[config.mk]
export PLATFORM = sky130hd
export DESIGN_NAME = froggerCore
export DESIGN_NICKNAME = d
export VERILOG_FILES = /design/src/froggerPkg.sv /design/src/carBus.sv /design/src/carLanes.sv /design/src/collisionCheck.sv /design/src/frogMover.sv /design/src/froggerCore.sv /design/src/gameState.sv
export SDC_FILE = /design/constraint.sdc
export NUM_CORES = 1
export LEC_CHECK = 0
export BUFFER_PORTS_ARGS = -buffer_cell sky130_fd_sc_hd__buf_4
export CAP_MARGIN = 0
export CORE_MARGIN = 3
export CORE_UTILIZATION = 50
export CTS_BUF_LIST = sky130_fd_sc_hd__clkbuf_4 sky130_fd_sc_hd__clkbuf_8
export CTS_CLUSTER_SIZE = 30
export DETAILED_ROUTE_END_ITERATION = 7
export PLACE_DENSITY = 0.72
export SLEW_MARGIN = 5
export SYNTH_ARGS = -nofsm -noshare
export SYNTH_HDL_FRONTEND = slang
export SYNTH_HIERARCHICAL = 1
export SYNTH_SLANG_ARGS = --single-unit
[constraint.sdc]
create_clock -name i_Clk -period 12.2 [get_ports i_Clk]
set_clock_uncertainty 0.15 [all_clocks]
set_input_delay 3.66 -clock i_Clk [delete_from_list [all_inputs] [get_ports i_Clk]]
set_output_delay 3.66 -clock i_Clk [all_outputs]
set_load 0.02 [all_outputs]
[src/froggerPkg.sv]
// Frogger playfield package with field geometry, lane tables and shared types
`default_nettype none

package froggerPkg;

    ////////////////////
    // Field geometry
    ////////////////////

    // Edge length of frog and car sprites
    localparam int TILE_SIZE = 32;
    // Car X wraps modulo the field width
    localparam int FIELD_W = 640;
    // Frog clamp limits, top-left corner
    localparam int FROG_X_MAX = 608;
    localparam int FROG_Y_MAX = 448;
    // Respawn position, bottom row centered
    localparam int FROG_START_X = 288;
    localparam int FROG_START_Y = 448;
    // Scoring row
    localparam int GOAL_Y = 0;

    ////////////////////
    // Lanes and cars
    ////////////////////

    localparam int NUM_LANES = 4;
    // Two cars per lane, car k sits in lane k/2
    localparam int NUM_CARS = 8;
    // Top row of each lane
    localparam int LANE_Y [NUM_LANES] = '{128, 192, 256, 320};
    // Pixels per tick
    localparam int LANE_SPEED [NUM_LANES] = '{4, 8, 4, 16};
    // Bit per lane, set = moves right (lanes 0 and 2)
    localparam logic [NUM_LANES-1:0] LANE_DIR_RIGHT = 4'b0101;
    localparam int CAR_START_X [NUM_CARS] = '{0, 320, 100, 420, 200, 520, 50, 370};

    // Lives after reset
    localparam int START_LIVES = 3;

    ////////////////////
    // Shared types
    ////////////////////

    typedef logic [9:0] xPos_t;
    typedef logic [8:0] yPos_t;
    // One X per car, element k is car k
    typedef xPos_t [NUM_CARS-1:0] carPosArr_t;
    typedef logic [1:0] lives_t;
    typedef logic [7:0] score_t;

endpackage

`default_nettype wire

[src/carBus.sv]
// Car position bus carrying the X of all eight cars from lanes to readers
`timescale 1ns/1ps
`default_nettype none

interface carBus;

    // Lane 0
    froggerPkg::xPos_t car0X;
    froggerPkg::xPos_t car1X;
    // Lane 1
    froggerPkg::xPos_t car2X;
    froggerPkg::xPos_t car3X;
    // Lane 2
    froggerPkg::xPos_t car4X;
    froggerPkg::xPos_t car5X;
    // Lane 3
    froggerPkg::xPos_t car6X;
    froggerPkg::xPos_t car7X;

    // Lane controller side
    modport driver (output car0X, car1X, car2X, car3X, car4X, car5X, car6X, car7X);
    // Collision side
    modport reader (input car0X, car1X, car2X, car3X, car4X, car5X, car6X, car7X);

endinterface

`default_nettype wire

[src/carLanes.sv]
// Lane controller moving eight cars per tick and wrapping them at the field edge
`timescale 1ns/1ps
`default_nettype none

module carLanes (
    input  wire logic   i_Clk,
    input  wire logic   i_rst,
    // Qualified game tick
    input  wire logic   i_step,
    carBus.driver       bus
);

    ////////////////////
    // Per-car movers
    ////////////////////

    for (genvar k = 0; k < froggerPkg::NUM_CARS; k++)
    begin : gCar
        froggerPkg::xPos_t carReg;
        froggerPkg::xPos_t nextX;

        // Direction fixed per lane, picked at elaboration
        if (froggerPkg::LANE_DIR_RIGHT[k / 2])
        begin : gRight
            froggerPkg::xPos_t stepSum;
            // Max 639 + 16, no overflow in 10 bits
            assign stepSum = carReg + froggerPkg::xPos_t'(froggerPkg::LANE_SPEED[k / 2]);
            // Past the right edge, back to the left
            assign nextX = (int'(stepSum) >= froggerPkg::FIELD_W)
                         ? stepSum - froggerPkg::xPos_t'(froggerPkg::FIELD_W)
                         : stepSum;
        end
        else
        begin : gLeft
            froggerPkg::xPos_t baseX;
            // Would go negative, lift by one field width first
            assign baseX = (int'(carReg) < froggerPkg::LANE_SPEED[k / 2])
                         ? carReg + froggerPkg::xPos_t'(froggerPkg::FIELD_W)
                         : carReg;
            assign nextX = baseX - froggerPkg::xPos_t'(froggerPkg::LANE_SPEED[k / 2]);
        end

        always_ff @(posedge i_Clk)
        begin
            if (i_rst)
                carReg <= froggerPkg::xPos_t'(froggerPkg::CAR_START_X[k]);
            else if (i_step)
                carReg <= nextX;
        end
    end

    ////////////////////
    // Bus drive
    ////////////////////

    // Lane 0
    assign bus.car0X = gCar[0].carReg;
    assign bus.car1X = gCar[1].carReg;
    // Lane 1
    assign bus.car2X = gCar[2].carReg;
    assign bus.car3X = gCar[3].carReg;
    // Lane 2
    assign bus.car4X = gCar[4].carReg;
    assign bus.car5X = gCar[5].carReg;
    // Lane 3
    assign bus.car6X = gCar[6].carReg;
    assign bus.car7X = gCar[7].carReg;

endmodule

`default_nettype wire

[src/collisionCheck.sv]
// Collision checker testing the frog against all eight cars, registered hit out
`timescale 1ns/1ps
`default_nettype none

module collisionCheck (
    input  wire logic               i_Clk,
    input  wire logic               i_rst,
    // Frog top-left corner
    input  wire froggerPkg::xPos_t  i_frogX,
    input  wire froggerPkg::yPos_t  i_frogY,
    carBus.reader                   bus,
    output logic                    o_hit
);

    froggerPkg::xPos_t carX [froggerPkg::NUM_CARS];
    logic              anyHit;

    // One car against the frog, no wrap-around
    function automatic logic carOverlap(
        input froggerPkg::xPos_t frogX,
        input froggerPkg::yPos_t frogY,
        input froggerPkg::xPos_t carPos,
        input int                laneY
    );
        logic [10:0] frogL;
        logic [10:0] frogR;
        logic [10:0] carL;
        logic [10:0] carR;
        logic        rowHit;
        logic        colHit;
        // Widen by one bit, right edges reach 671
        frogL  = {1'b0, frogX};
        frogR  = frogL + 11'(froggerPkg::TILE_SIZE);
        carL   = {1'b0, carPos};
        carR   = carL + 11'(froggerPkg::TILE_SIZE);
        rowHit = (int'(frogY) >= laneY) && (int'(frogY) < laneY + froggerPkg::TILE_SIZE);
        // Left corner inside car, or right corner inside car
        colHit = ((frogL >= carL) && (frogL < carR)) || ((frogR >= carL) && (frogR < carR));
        return rowHit && colHit;
    endfunction

    // Bus members into an indexable array
    assign carX[0] = bus.car0X;
    assign carX[1] = bus.car1X;
    assign carX[2] = bus.car2X;
    assign carX[3] = bus.car3X;
    assign carX[4] = bus.car4X;
    assign carX[5] = bus.car5X;
    assign carX[6] = bus.car6X;
    assign carX[7] = bus.car7X;

    // OR over every car, each with its own lane row
    always_comb
    begin
        anyHit = 1'b0;
        for (int k = 0; k < froggerPkg::NUM_CARS; k++)
            anyHit |= carOverlap(i_frogX, i_frogY, carX[k], froggerPkg::LANE_Y[k / 2]);
    end

    always_ff @(posedge i_Clk)
    begin
        if (i_rst)
            o_hit <= 1'b0;
        else
            o_hit <= anyHit;
    end

endmodule

`default_nettype wire

[src/frogMover.sv]
// Frog mover stepping one tile per qualified tick with clamping and respawn
`timescale 1ns/1ps
`default_nettype none

module frogMover (
    input  wire logic               i_Clk,
    input  wire logic               i_rst,
    // Qualified game tick
    input  wire logic               i_step,
    // Direction buttons, levels
    input  wire logic               i_up,
    input  wire logic               i_down,
    input  wire logic               i_left,
    input  wire logic               i_right,
    // Single-cycle pulse from game state
    input  wire logic               i_respawn,
    output froggerPkg::xPos_t       o_frogX,
    output froggerPkg::yPos_t       o_frogY
);

    froggerPkg::xPos_t nextX;
    froggerPkg::yPos_t nextY;

    ////////////////////
    // Step decode
    ////////////////////

    // Priority up, down, left, right
    always_comb
    begin
        nextX = o_frogX;
        nextY = o_frogY;
        if (i_up)
        begin
            // Clamp at top row
            if (int'(o_frogY) >= froggerPkg::TILE_SIZE)
                nextY = o_frogY - froggerPkg::yPos_t'(froggerPkg::TILE_SIZE);
            else
                nextY = '0;
        end
        else if (i_down)
        begin
            if (int'(o_frogY) >= froggerPkg::FROG_Y_MAX)
                nextY = froggerPkg::yPos_t'(froggerPkg::FROG_Y_MAX);
            else
                nextY = o_frogY + froggerPkg::yPos_t'(froggerPkg::TILE_SIZE);
        end
        else if (i_left)
        begin
            if (int'(o_frogX) >= froggerPkg::TILE_SIZE)
                nextX = o_frogX - froggerPkg::xPos_t'(froggerPkg::TILE_SIZE);
            else
                nextX = '0;
        end
        else if (i_right)
        begin
            // Right edge keeps the full tile on screen
            if (int'(o_frogX) >= froggerPkg::FROG_X_MAX)
                nextX = froggerPkg::xPos_t'(froggerPkg::FROG_X_MAX);
            else
                nextX = o_frogX + froggerPkg::xPos_t'(froggerPkg::TILE_SIZE);
        end
    end

    ////////////////////
    // Position register
    ////////////////////

    always_ff @(posedge i_Clk)
    begin
        if (i_rst || i_respawn)
        begin
            // Respawn wins over a step in the same cycle
            o_frogX <= froggerPkg::xPos_t'(froggerPkg::FROG_START_X);
            o_frogY <= froggerPkg::yPos_t'(froggerPkg::FROG_START_Y);
        end
        else if (i_step)
        begin
            o_frogX <= nextX;
            o_frogY <= nextY;
        end
    end

endmodule

`default_nettype wire

[src/froggerCore.sv]
// Frogger playfield top level connecting frog, lanes, collision and game state
`timescale 1ns/1ps
`default_nettype none

module froggerCore (
    input  wire logic                   i_Clk,
    input  wire logic                   i_rst,
    // Game tick pulse from outside
    input  wire logic                   i_tick,
    // Debounced buttons
    input  wire logic                   i_up,
    input  wire logic                   i_down,
    input  wire logic                   i_left,
    input  wire logic                   i_right,
    output froggerPkg::xPos_t           o_frogX,
    output froggerPkg::yPos_t           o_frogY,
    output froggerPkg::carPosArr_t      o_carX,
    output logic                        o_hit,
    output froggerPkg::lives_t          o_lives,
    output froggerPkg::score_t          o_score,
    output logic                        o_gameOver
);

    logic stepTick;
    logic respawn;

    carBus carBus_i ();

    ////////////////////
    // Frog and cars
    ////////////////////

    frogMover frogMover_i (
        .i_Clk     (i_Clk),
        .i_rst     (i_rst),
        .i_step    (stepTick),
        .i_up      (i_up),
        .i_down    (i_down),
        .i_left    (i_left),
        .i_right   (i_right),
        .i_respawn (respawn),
        .o_frogX   (o_frogX),
        .o_frogY   (o_frogY)
    );

    carLanes carLanes_i (
        .i_Clk  (i_Clk),
        .i_rst  (i_rst),
        .i_step (stepTick),
        .bus    (carBus_i)
    );

    ////////////////////
    // Rules
    ////////////////////

    collisionCheck collisionCheck_i (
        .i_Clk   (i_Clk),
        .i_rst   (i_rst),
        .i_frogX (o_frogX),
        .i_frogY (o_frogY),
        .bus     (carBus_i),
        .o_hit   (o_hit)
    );

    gameState gameState_i (
        .i_Clk      (i_Clk),
        .i_rst      (i_rst),
        .i_tick     (i_tick),
        .i_hit      (o_hit),
        .i_frogY    (o_frogY),
        .o_stepTick (stepTick),
        .o_respawn  (respawn),
        .o_lives    (o_lives),
        .o_score    (o_score),
        .o_gameOver (o_gameOver)
    );

    // Car positions packed for the outside, element k is car k
    assign o_carX[0] = carBus_i.car0X;
    assign o_carX[1] = carBus_i.car1X;
    assign o_carX[2] = carBus_i.car2X;
    assign o_carX[3] = carBus_i.car3X;
    assign o_carX[4] = carBus_i.car4X;
    assign o_carX[5] = carBus_i.car5X;
    assign o_carX[6] = carBus_i.car6X;
    assign o_carX[7] = carBus_i.car7X;

endmodule

`default_nettype wire

[src/gameState.sv]
// Game state tracking lives, score, respawn requests, game over and the step tick
`timescale 1ns/1ps
`default_nettype none

module gameState (
    input  wire logic               i_Clk,
    input  wire logic               i_rst,
    // External tick pulse
    input  wire logic               i_tick,
    // Registered hit from collision checker
    input  wire logic               i_hit,
    input  wire froggerPkg::yPos_t  i_frogY,
    output logic                    o_stepTick,
    output logic                    o_respawn,
    output froggerPkg::lives_t      o_lives,
    output froggerPkg::score_t      o_score,
    output logic                    o_gameOver
);

    logic hitPrev;
    logic hitRise;
    logic atGoal;
    logic atGoalReg;
    logic atGoalPrev;
    logic goalRise;

    ////////////////////
    // Edge detection
    ////////////////////

    assign atGoal = (int'(i_frogY) == froggerPkg::GOAL_Y);

    // Goal goes through one extra register, same latency as the hit path
    always_ff @(posedge i_Clk)
    begin
        if (i_rst)
        begin
            hitPrev    <= 1'b0;
            atGoalReg  <= 1'b0;
            atGoalPrev <= 1'b0;
        end
        else
        begin
            hitPrev    <= i_hit;
            atGoalReg  <= atGoal;
            atGoalPrev <= atGoalReg;
        end
    end

    assign hitRise  = i_hit & ~hitPrev;
    assign goalRise = atGoalReg & ~atGoalPrev;

    ////////////////////
    // Lives and score
    ////////////////////

    always_ff @(posedge i_Clk)
    begin
        if (i_rst)
        begin
            o_lives    <= froggerPkg::lives_t'(froggerPkg::START_LIVES);
            o_score    <= '0;
            o_respawn  <= 1'b0;
            o_gameOver <= 1'b0;
        end
        else
        begin
            // Pulse by default low
            o_respawn <= 1'b0;
            if (!o_gameOver)
            begin
                if (hitRise)
                begin
                    o_lives <= o_lives - 2'd1;
                    // Last life, frog stays where it died
                    if (o_lives == 2'd1)
                        o_gameOver <= 1'b1;
                    else
                        o_respawn <= 1'b1;
                end
                else if (goalRise)
                begin
                    // Wraps at 256
                    o_score   <= o_score + 8'd1;
                    o_respawn <= 1'b1;
                end
            end
        end
    end

    // All motion frozen after game over
    assign o_stepTick = i_tick & ~o_gameOver;

endmodule

`default_nettype wire
==> flow_summary_export.csv, run 1 <==
group,metric,value,unit
route,wl_per_cell,17.5,um
critical_path,required,12400,ps
floorplanning,die_w,153,um
layout,area_growth,8.67,%
critical_path,cp_max_fo,38,
route,route.detailed.drc,0,
run_status,status,"finished clean",
global_routing,grt_overflow,0,
sta,finalCriticalPeriod,5830,ps
global_routing,antenna_found_initial,0,
sta,fin_setup_tns,0,ps
logic_synthesis,syn_inst,1340,
critical_path,critPathSlowestCell,"and2b_2",
layout,multiInputGateArea,0.00834,sq mm
logic_synthesis,yosysSeqAreaShare,15.4,%
route,dr.pass1.iters,5,
clock_network,cts_buffers,9,
critical_path,crit_family,"simple AND/OR/NAND/NOR gates",
global_routing,grtUsageTotal,24.6,%
route,postRouteAntennaNets,0,
logic_synthesis,synth-main-ff-cell,"dfxtp_1",
place,placed_cells,1671,
power,seqPwrFrac,39.7,%
sta,finalCritPeriodShare,47.8,%
run,maxCapViolations,0,
route,via_per_inst,5.96,
route,drt_iter0_drc,580,
global_routing,grt_pass1_vias,9599,
logic_synthesis,syn_area,0.0108,sq mm
critical_path,crit_buf_inv,3,
critical_path,cpPeakStageDelay,680,ps
clock_network,clockRootBuffer,"clkbuf_8",
place,gp_congestion,0.850,
clock_network,htreeDepth,3,
sta,worstMarginPinSlew,1090,ps
clock_network,clock-sinks,83,
clock_network,insertion_delay,390,ps
sta,rsz0062_at_grt,"no",
layout,drive_gt1_share,10.4,%
critical_path,arrival,6020,ps
sta,setup_viol,0,
clock_network,cts_hold_buffers,0,
route,drt-total-wl,29.4,mm
logic_synthesis,synth_cell_type_count,92,
global_routing,grt_pass1_wl,48.0,mm
logic_synthesis,ys_warn_count,6,
logic_synthesis,synth_edf_count,0,
floorplanning,initial_utilization,51.1,%
clock_network,cts_setup_buffers,0,
logic_synthesis,synthArstFlopShare,0,%
power,p_switching,278,uW
power,power,769,uW
critical_path,start_kind,"input pin",
layout,fin_area,0.0117,sq mm
place,placed_area,0.0115,sq mm
floorplanning,die_y,153,um
floorplanning,placementRows,53,
power,combPwrFrac,31.3,%
sta,max_freq,0.172,GHz
power,max-vdd-ir-drop,0.0371,mV
critical_path,path_class,"in2reg",
logic_synthesis,yosys.area.top_type,"ha_1",
critical_path,cp_cell_sequence,"buf_4, and2b_2, buf_4, inv_2, or4_1, a21oi_1, a211o_1",
clock_network,cts_resized,0,
logic_synthesis,synth-seq-cells,83,
sta,slew_viol_final,0,
power,clkPwrFrac,29.0,%
layout,diodes,0,
power,intPower,491,uW
sta,maxSlewHeadroom,26.7,%
global_routing,grt_max_degree,66,
logic_synthesis,synth.area.top_cells,"ha_1, dfxtp_1, a21oi_1",
floorplanning,dieArea,0.0234,sq mm
clock_network,clk_pin_slew_worst_paths,90,ps
logic_synthesis,syn-mean-instance-area,8.04,sq um
sta,finalHoldViolations,0,
clock_network,cts_tree,"done",
min_path,min_path_type,"reg2reg",
critical_path,crit_path_end_kind,"flop",
layout,nFillCells,1965,
layout,seq_area,0.00166,sq mm
sta,hold_slack,367,ps
place,place.port_buffers,85,
clock_network,clockBufferDepth,2,
floorplanning,ios,118,
place,dp_hpwl,21.2,mm
critical_path,crit_top_cell,"buf_4",
layout,nNetsFinal,1659,
route,num_vias,10000,
power,sw_frac_of_total,36.1,%
power,leakage,5.30,nW
layout,layoutNonFillerInstCount,1684,
logic_synthesis,synth_top_area_share,28.4,%
power,power_density,65.7,mW/mm^2
floorplanning,core_area,0.0211,sq mm
-- cell families after synthesis --
group / Yosys count / share of synthesized area, %
AO/OA/AOI/OAI: 349 / 21.5
multiplexers: 15 / 1.49
AND/OR/NAND/NOR: 400 / 20.2
XOR/XNOR: 58 / 4.71
other: 3 / 0.104
buffers and inverters: 187 / 8.17
flip-flops: 83 / 15.4
adder cells (fa/ha/maj): 245 / 28.4
-- synth_stat cells (8+ instances only) --
| library cell | instances |
|---|---|
| nand4_1 | 26 |
| nand2b_1 | 14 |
| dfxtp_1 | 83 |
| clkbuf_1 | 21 |
| nor2b_1 | 27 |
| o31ai_1 | 13 |
| nor3_1 | 32 |
| a21o_1 | 20 |
| xor2_1 | 16 |
| nand3_1 | 52 |
| o211ai_1 | 17 |
| a31oi_1 | 10 |
| nor2_1 | 84 |
| nand2_1 | 74 |
| ha_1 | 245 |
| or4_1 | 12 |
| a21oi_1 | 95 |
| o21ai_0 | 64 |
| mux2_2 | 8 |
| or3_1 | 9 |
| xnor2_1 | 42 |
| inv_1 | 116 |
| a311oi_1 | 8 |
| and3_1 | 16 |
| buf_4 | 34 |
| nor4_1 | 10 |
| o21ai_1 | 13 |
| a211oi_1 | 18 |
| a2111oi_0 | 10 |
-- cell type report --
| class | instances | area share (%) |
|---|---|---|
| sequential | 83 | 14.2 |
| clock buffer | 10 | 1.18 |
| multi-input combinational | 1099 | 71.2 |
| clock inverter | 3 | 0.555 |
| inverter | 119 | 3.81 |
| timing repair buffer | 95 | 6.09 |
| tap | 275 | 2.94 |
-- layout by cell type, fill, tap and decap left out, drive strengths merged, types with 6 or more instances in the layout --
cell type,count
and3,16
nand2,74
buf,95
o21bai,7
xnor2,42
mux2,8
o21a,7
nor3,34
nor2,85
clkbuf,10
ha,245
inv,118
a211o,6
dfxtp,83
a2111oi,12
nand2b,17
or3,10
nor4b,8
and2,7
mux2i,7
a31oi,10
nand4,26
o211ai,18
nor2b,29
a21oi,95
a211oi,19
a311oi,8
nand3,53
nor4,10
or4,12
xor2,16
a21o,20
conb,32
o21ai,78
o31ai,14
-- registers in the layout, indices dropped and copies added, names as in the netlist, 2 cells and up --
name                  cells
carLanes_i/bus.car4X      8
frogMover_i/o_frogY       4
carLanes_i/bus.car6X      6
frogMover_i/o_frogX       5
gameState_i/o_lives       2
carLanes_i/bus.car5X      8
carLanes_i/bus.car7X      6
carLanes_i/bus.car3X      7
carLanes_i/bus.car1X      8
carLanes_i/bus.car0X      8
gameState_i/o_score       8
carLanes_i/bus.car2X      7
-- power by group through the flow --
stage | combinational (mW) | sequential (mW) | clock [mW]
after CTS | 0.229 | 0.305 | 0.225
after global placement | 0.222 | 0.311 | 0
after global routing | 0.273 | 0.308 | 0.237
final | 0.241 | 0.305 | 0.223
after detailed placement | 0.227 | 0.311 | 0
after floorplan | 0.170 | 0.316 | 0
-- through the flow --
stage / utilization [%] / setup WS, ps
global route: 55.5 / 6290
detailed placement: 54.6 / 5990
CTS: 55.5 / 6400
floorplan: - / 7120
finish: 55.5 / 6370
global placement: 54.6 / 6020
-- layer usage --
| layer | vias to the layer above | GRT usage [%] | share of wire [%] |
|---|---|---|---|
| li1 | 5012 | - | - |
| met1 | 4673 | 32.6 | 46 |
| met2 | 294 | 41.2 | 46 |
| met3 | 56 | 3.45 | 5.4 |
| met4 | 0 | 8.19 | 2.6 |
| met5 | - | 0 | 0 |
-- final timing paths --
check                                           start                                   end  slack [ps]  depth (start not counted)
setup / recovery                               i_tick  carLanes_i/bus.car4X[7]$_SDFFE_PP1P_        6370                          7
setup reg to reg  frogMover_i/o_frogX[5]$_SDFFE_PP1P_     collisionCheck_i/o_hit$_SDFF_PP0_        8290                         12
hold / removal       gameState_i/atGoalReg$_SDFF_PP0_     gameState_i/atGoalPrev$_SDFF_PP0_         370                          1
hold reg to reg      gameState_i/atGoalReg$_SDFF_PP0_     gameState_i/atGoalPrev$_SDFF_PP0_         370                          1
(Power assumes the default switching activity.)
==> run 2: changes to the inputs <==
--- a/config.mk
+++ b/config.mk
@@ -5,6 +5,7 @@
 export SDC_FILE = /design/constraint.sdc
 export NUM_CORES = 1
 export LEC_CHECK = 0
+export ABC_AREA = 1
 export BUFFER_PORTS_ARGS = -buffer_cell sky130_fd_sc_hd__buf_4
 export CAP_MARGIN = 0
 export CORE_MARGIN = 3
@@ -12,7 +13,7 @@
 export CTS_BUF_LIST = sky130_fd_sc_hd__clkbuf_4 sky130_fd_sc_hd__clkbuf_8
 export CTS_CLUSTER_SIZE = 30
 export DETAILED_ROUTE_END_ITERATION = 7
-export PLACE_DENSITY = 0.72
+export PLACE_DENSITY = 0.74
 export SLEW_MARGIN = 5
 export SYNTH_ARGS = -nofsm -noshare
 export SYNTH_HDL_FRONTEND = slang
==> constraint.sdc (replaced) <==
create_clock -name i_Clk -period 4.8 [get_ports i_Clk]
set_clock_uncertainty 0.15 [all_clocks]
set_input_delay 1.44 -clock i_Clk [delete_from_list [all_inputs] [get_ports i_Clk]]
set_output_delay 1.44 -clock i_Clk [all_outputs]
set_load 0.02 [all_outputs]
==> flow_summary_export.csv, run 2 <==
group,metric,value,unit
route,via_per_inst,5.20,
critical_path,arrival,3460,ps
sta,hold_slack,344,ps
power,p_switching,1.06,mW
global_routing,grt_overflow,0,
critical_path,required,4920,ps
sta,setup_viol,0,
clock_network,cts_tree,"done",
logic_synthesis,synth_common_cells,"nand2_1, ha_1, inv_1",
logic_synthesis,yosys.area.top_type,"ha_1",
run,maxCapViolations,0,
clock_network,htreeDepth,3,
global_routing,grt_pass1_wl,51.0,mm
floorplanning,ios,118,
logic_synthesis,synth_top_area_share,26.3,%
power,leakage,6.85,nW
sta,maxSlewHeadroom,41.9,%
floorplanning,die_y,159,um
route,dr.pass1.iters,7,
global_routing,grt_pass1_vias,10600,
clock_network,clockBufferDepth,2,
power,seqPwrFrac,33.4,%
clock_network,clockRootBuffer,"clkbuf_8",
sta,rsz0062_at_grt,"no",
layout,layoutNonFillerInstCount,2227,
global_routing,grt_max_degree,62,
sta,finalCriticalPeriod,3350,ps
logic_synthesis,syn-mean-instance-area,6.40,sq um
logic_synthesis,synth.most_common_cell,"nand2_1",
route,num_vias,11600,
layout,final_cell_mix,"nand2_1, ha_1, inv_1",
min_path,min_path_type,"reg2reg",
layout,multiInputGateArea,0.00875,sq mm
critical_path,worstRegToRegCells,18,
logic_synthesis,synth_cell_type_count,52,
logic_synthesis,ys_warn_count,6,
power,power_density,192,mW/mm^2
critical_path,critical_path.endpoint,"collisionCheck_i/o_hit$_SDFF_PP0_",
route,drt_iter0_drc,638,
place,gp_congestion,0.898,
critical_path,r2r-end,"collisionCheck_i/o_hit$_SDFF_PP0_",
logic_synthesis,synth-main-ff-cell,"dfxtp_1",
sta,finalCritPeriodShare,69.7,%
power,clkPwrFrac,21.5,%
power,intPower,1.39,mW
clock_network,cts_buffers,9,
route,wl_per_cell,14.1,um
critical_path,path_class,"reg2reg",
sta,worstMarginPinSlew,872,ps
place,place.port_buffers,85,
critical_path,cp_max_fo,9,
critical_path,crit_path_end_kind,"flop",
floorplanning,core_area,0.0228,sq mm
clock_network,clock-sinks,83,
global_routing,grtUsageTotal,24.8,%
floorplanning,placementRows,55,
critical_path,r2r-start,"frogMover_i/o_frogX[6]$_SDFFE_PP0P_",
power,max-vdd-ir-drop,0.132,mV
layout,nNetsFinal,2160,
layout,seq_area,0.00166,sq mm
sta,finalHoldViolations,0,
sta,slew_viol_final,0,
layout,final_common_cell,"nand2_1",
layout,area_growth,9.49,%
logic_synthesis,synthArstFlopShare,0,%
critical_path,rrSetupSlack,1450,ps
floorplanning,dieArea,0.0252,sq mm
clock_network,cts_resized,0,
sta,fin_setup_tns,0,ps
layout,nFillCells,2263,
floorplanning,die_w,159,um
logic_synthesis,synth_edf_count,0,
critical_path,crit_start,"frogMover_i/o_frogX[6]$_SDFFE_PP0P_",
power,combPwrFrac,45.1,%
logic_synthesis,synth-seq-cells,83,
global_routing,antenna_found_initial,1,
clock_network,insertion_delay,390,ps
clock_network,cts_setup_buffers,0,
run_status,status,"finished clean",
logic_synthesis,syn_inst,1820,
logic_synthesis,yosysSeqAreaShare,14.3,%
clock_network,clk_pin_slew_worst_paths,90,ps
route,drt-total-wl,31.4,mm
sta,max_freq,0.299,GHz
route,postRouteAntennaNets,0,
place,placed_cells,2210,
layout,drive_gt1_share,10.2,%
route,route.detailed.drc,0,
place,dp_hpwl,24.1,mm
critical_path,start_kind,"flop",
clock_network,cts_hold_buffers,0,
logic_synthesis,synth.area.top_cells,"ha_1, nand2_1, dfxtp_1",
logic_synthesis,syn_area,0.0117,sq mm
power,sw_frac_of_total,43.2,%
floorplanning,initial_utilization,51.2,%
==> run 2: cell types whose count changed after synthesis, sizes merged, moves of 27 or more <==
cell and change:
nand2 +388, inv +149, nor2 +127, nand3 +82, a21oi +44, nor2b -29
xnor2 -27
==> run 2: power groups by stage <==
stage	clock, mW	sequential, mW	combinational (mW)
final	0.528	0.820	1.11
after global placement	0	0.834	1.04
after detailed placement	0	0.835	1.06
after global routing	0.573	0.830	1.26
after floorplan	0	0.856	0.786
after CTS	0.549	0.819	1.07
==> run 2: worst min path at each step <==
stage / startpoint / to / slack, ps / depth (start not counted)
final: gameState_i/atGoalReg$_SDFF_PP0_ / gameState_i/atGoalPrev$_SDFF_PP0_ / 340 / 2
after CTS: gameState_i/atGoalReg$_SDFF_PP0_ / gameState_i/atGoalPrev$_SDFF_PP0_ / 340 / 2
after global routing: gameState_i/atGoalReg$_SDFF_PP0_ / gameState_i/atGoalPrev$_SDFF_PP0_ / 350 / 2
after global placement: gameState_i/atGoalReg$_SDFF_PP0_ / gameState_i/atGoalPrev$_SDFF_PP0_ / 320 / 2
after floorplan: gameState_i/atGoalReg$_SDFF_PP0_ / gameState_i/atGoalPrev$_SDFF_PP0_ / 290 / 2
after detailed placement: gameState_i/atGoalReg$_SDFF_PP0_ / gameState_i/atGoalPrev$_SDFF_PP0_ / 310 / 2
==> run 2: final cells by class <==
cell class / count / share of cell area [%]
well taps: 313 / 3.07
repair buffers: 99 / 5.82
diodes: 1 / 0.0196
clock buffers: 10 / 1.03
flip-flops and latches: 83 / 13.0
clock inverters: 6 / 0.520
multi-input cells: 1446 / 68.6
inverters: 269 / 7.95
==> run 2: logic make-up (layout without fill, tap and decap cells) <==
family,Yosys count,in the layout,synth area share (%)
buffers and inverters,320,384,11.7
adders and majority gates,245,245,26.3
other,3,33,0.0966
and+or+nand+nor,889,889,33.3
AOI/OAI and AO/OA,246,246,11.7
xor gates and xnor gates,34,34,2.55
DFF,83,83,14.3
==> run 2: worst max-delay path, stage by stage (launching register included) <==
cell     delay (ps)
dfxtp_1         520
buf_4           240
ha_1            210
nand3_1         130
xnor2_2         530
buf_4           300
ha_1            260
nand2_1          70
inv_1            60
nand2_1          60
nand4_1         100
nor2_1          100
nand2_1          50
nand2_1          60
nand2_1          60
o21ai_2         100
nand3_1          80
nor2_1          100
nor2_1           40
==> run 2: metrics by stage <==
stage / worst slack [ps] / power, mW / util [%] / cell area (sq um)
6_report: 1450 / 2.45 / 56.0 / 12800
5_1_grt: 1190 / 2.67 / 56.0 / 12800
3_5_place_dp: 1500 / 1.90 / 55.1 / 12600
3_3_place_gp: 1630 / 1.87 / 55.1 / 12600
4_1_cts: 1480 / 2.43 / 56.0 / 12800
2_1_floorplan: 1160 / 1.64 / - / 11800
==> run 2: metal layers <==
metal | routed length (um) | GRT usage (%) | vias to the layer above
met4 | 867 | 8.03 | 0
met5 | 0 | 0 | -
met2 | 14500 | 42.0 | 312
li1 | - | - | 6048
met1 | 14200 | 32.7 | 5174
met3 | 1780 | 2.99 | 49
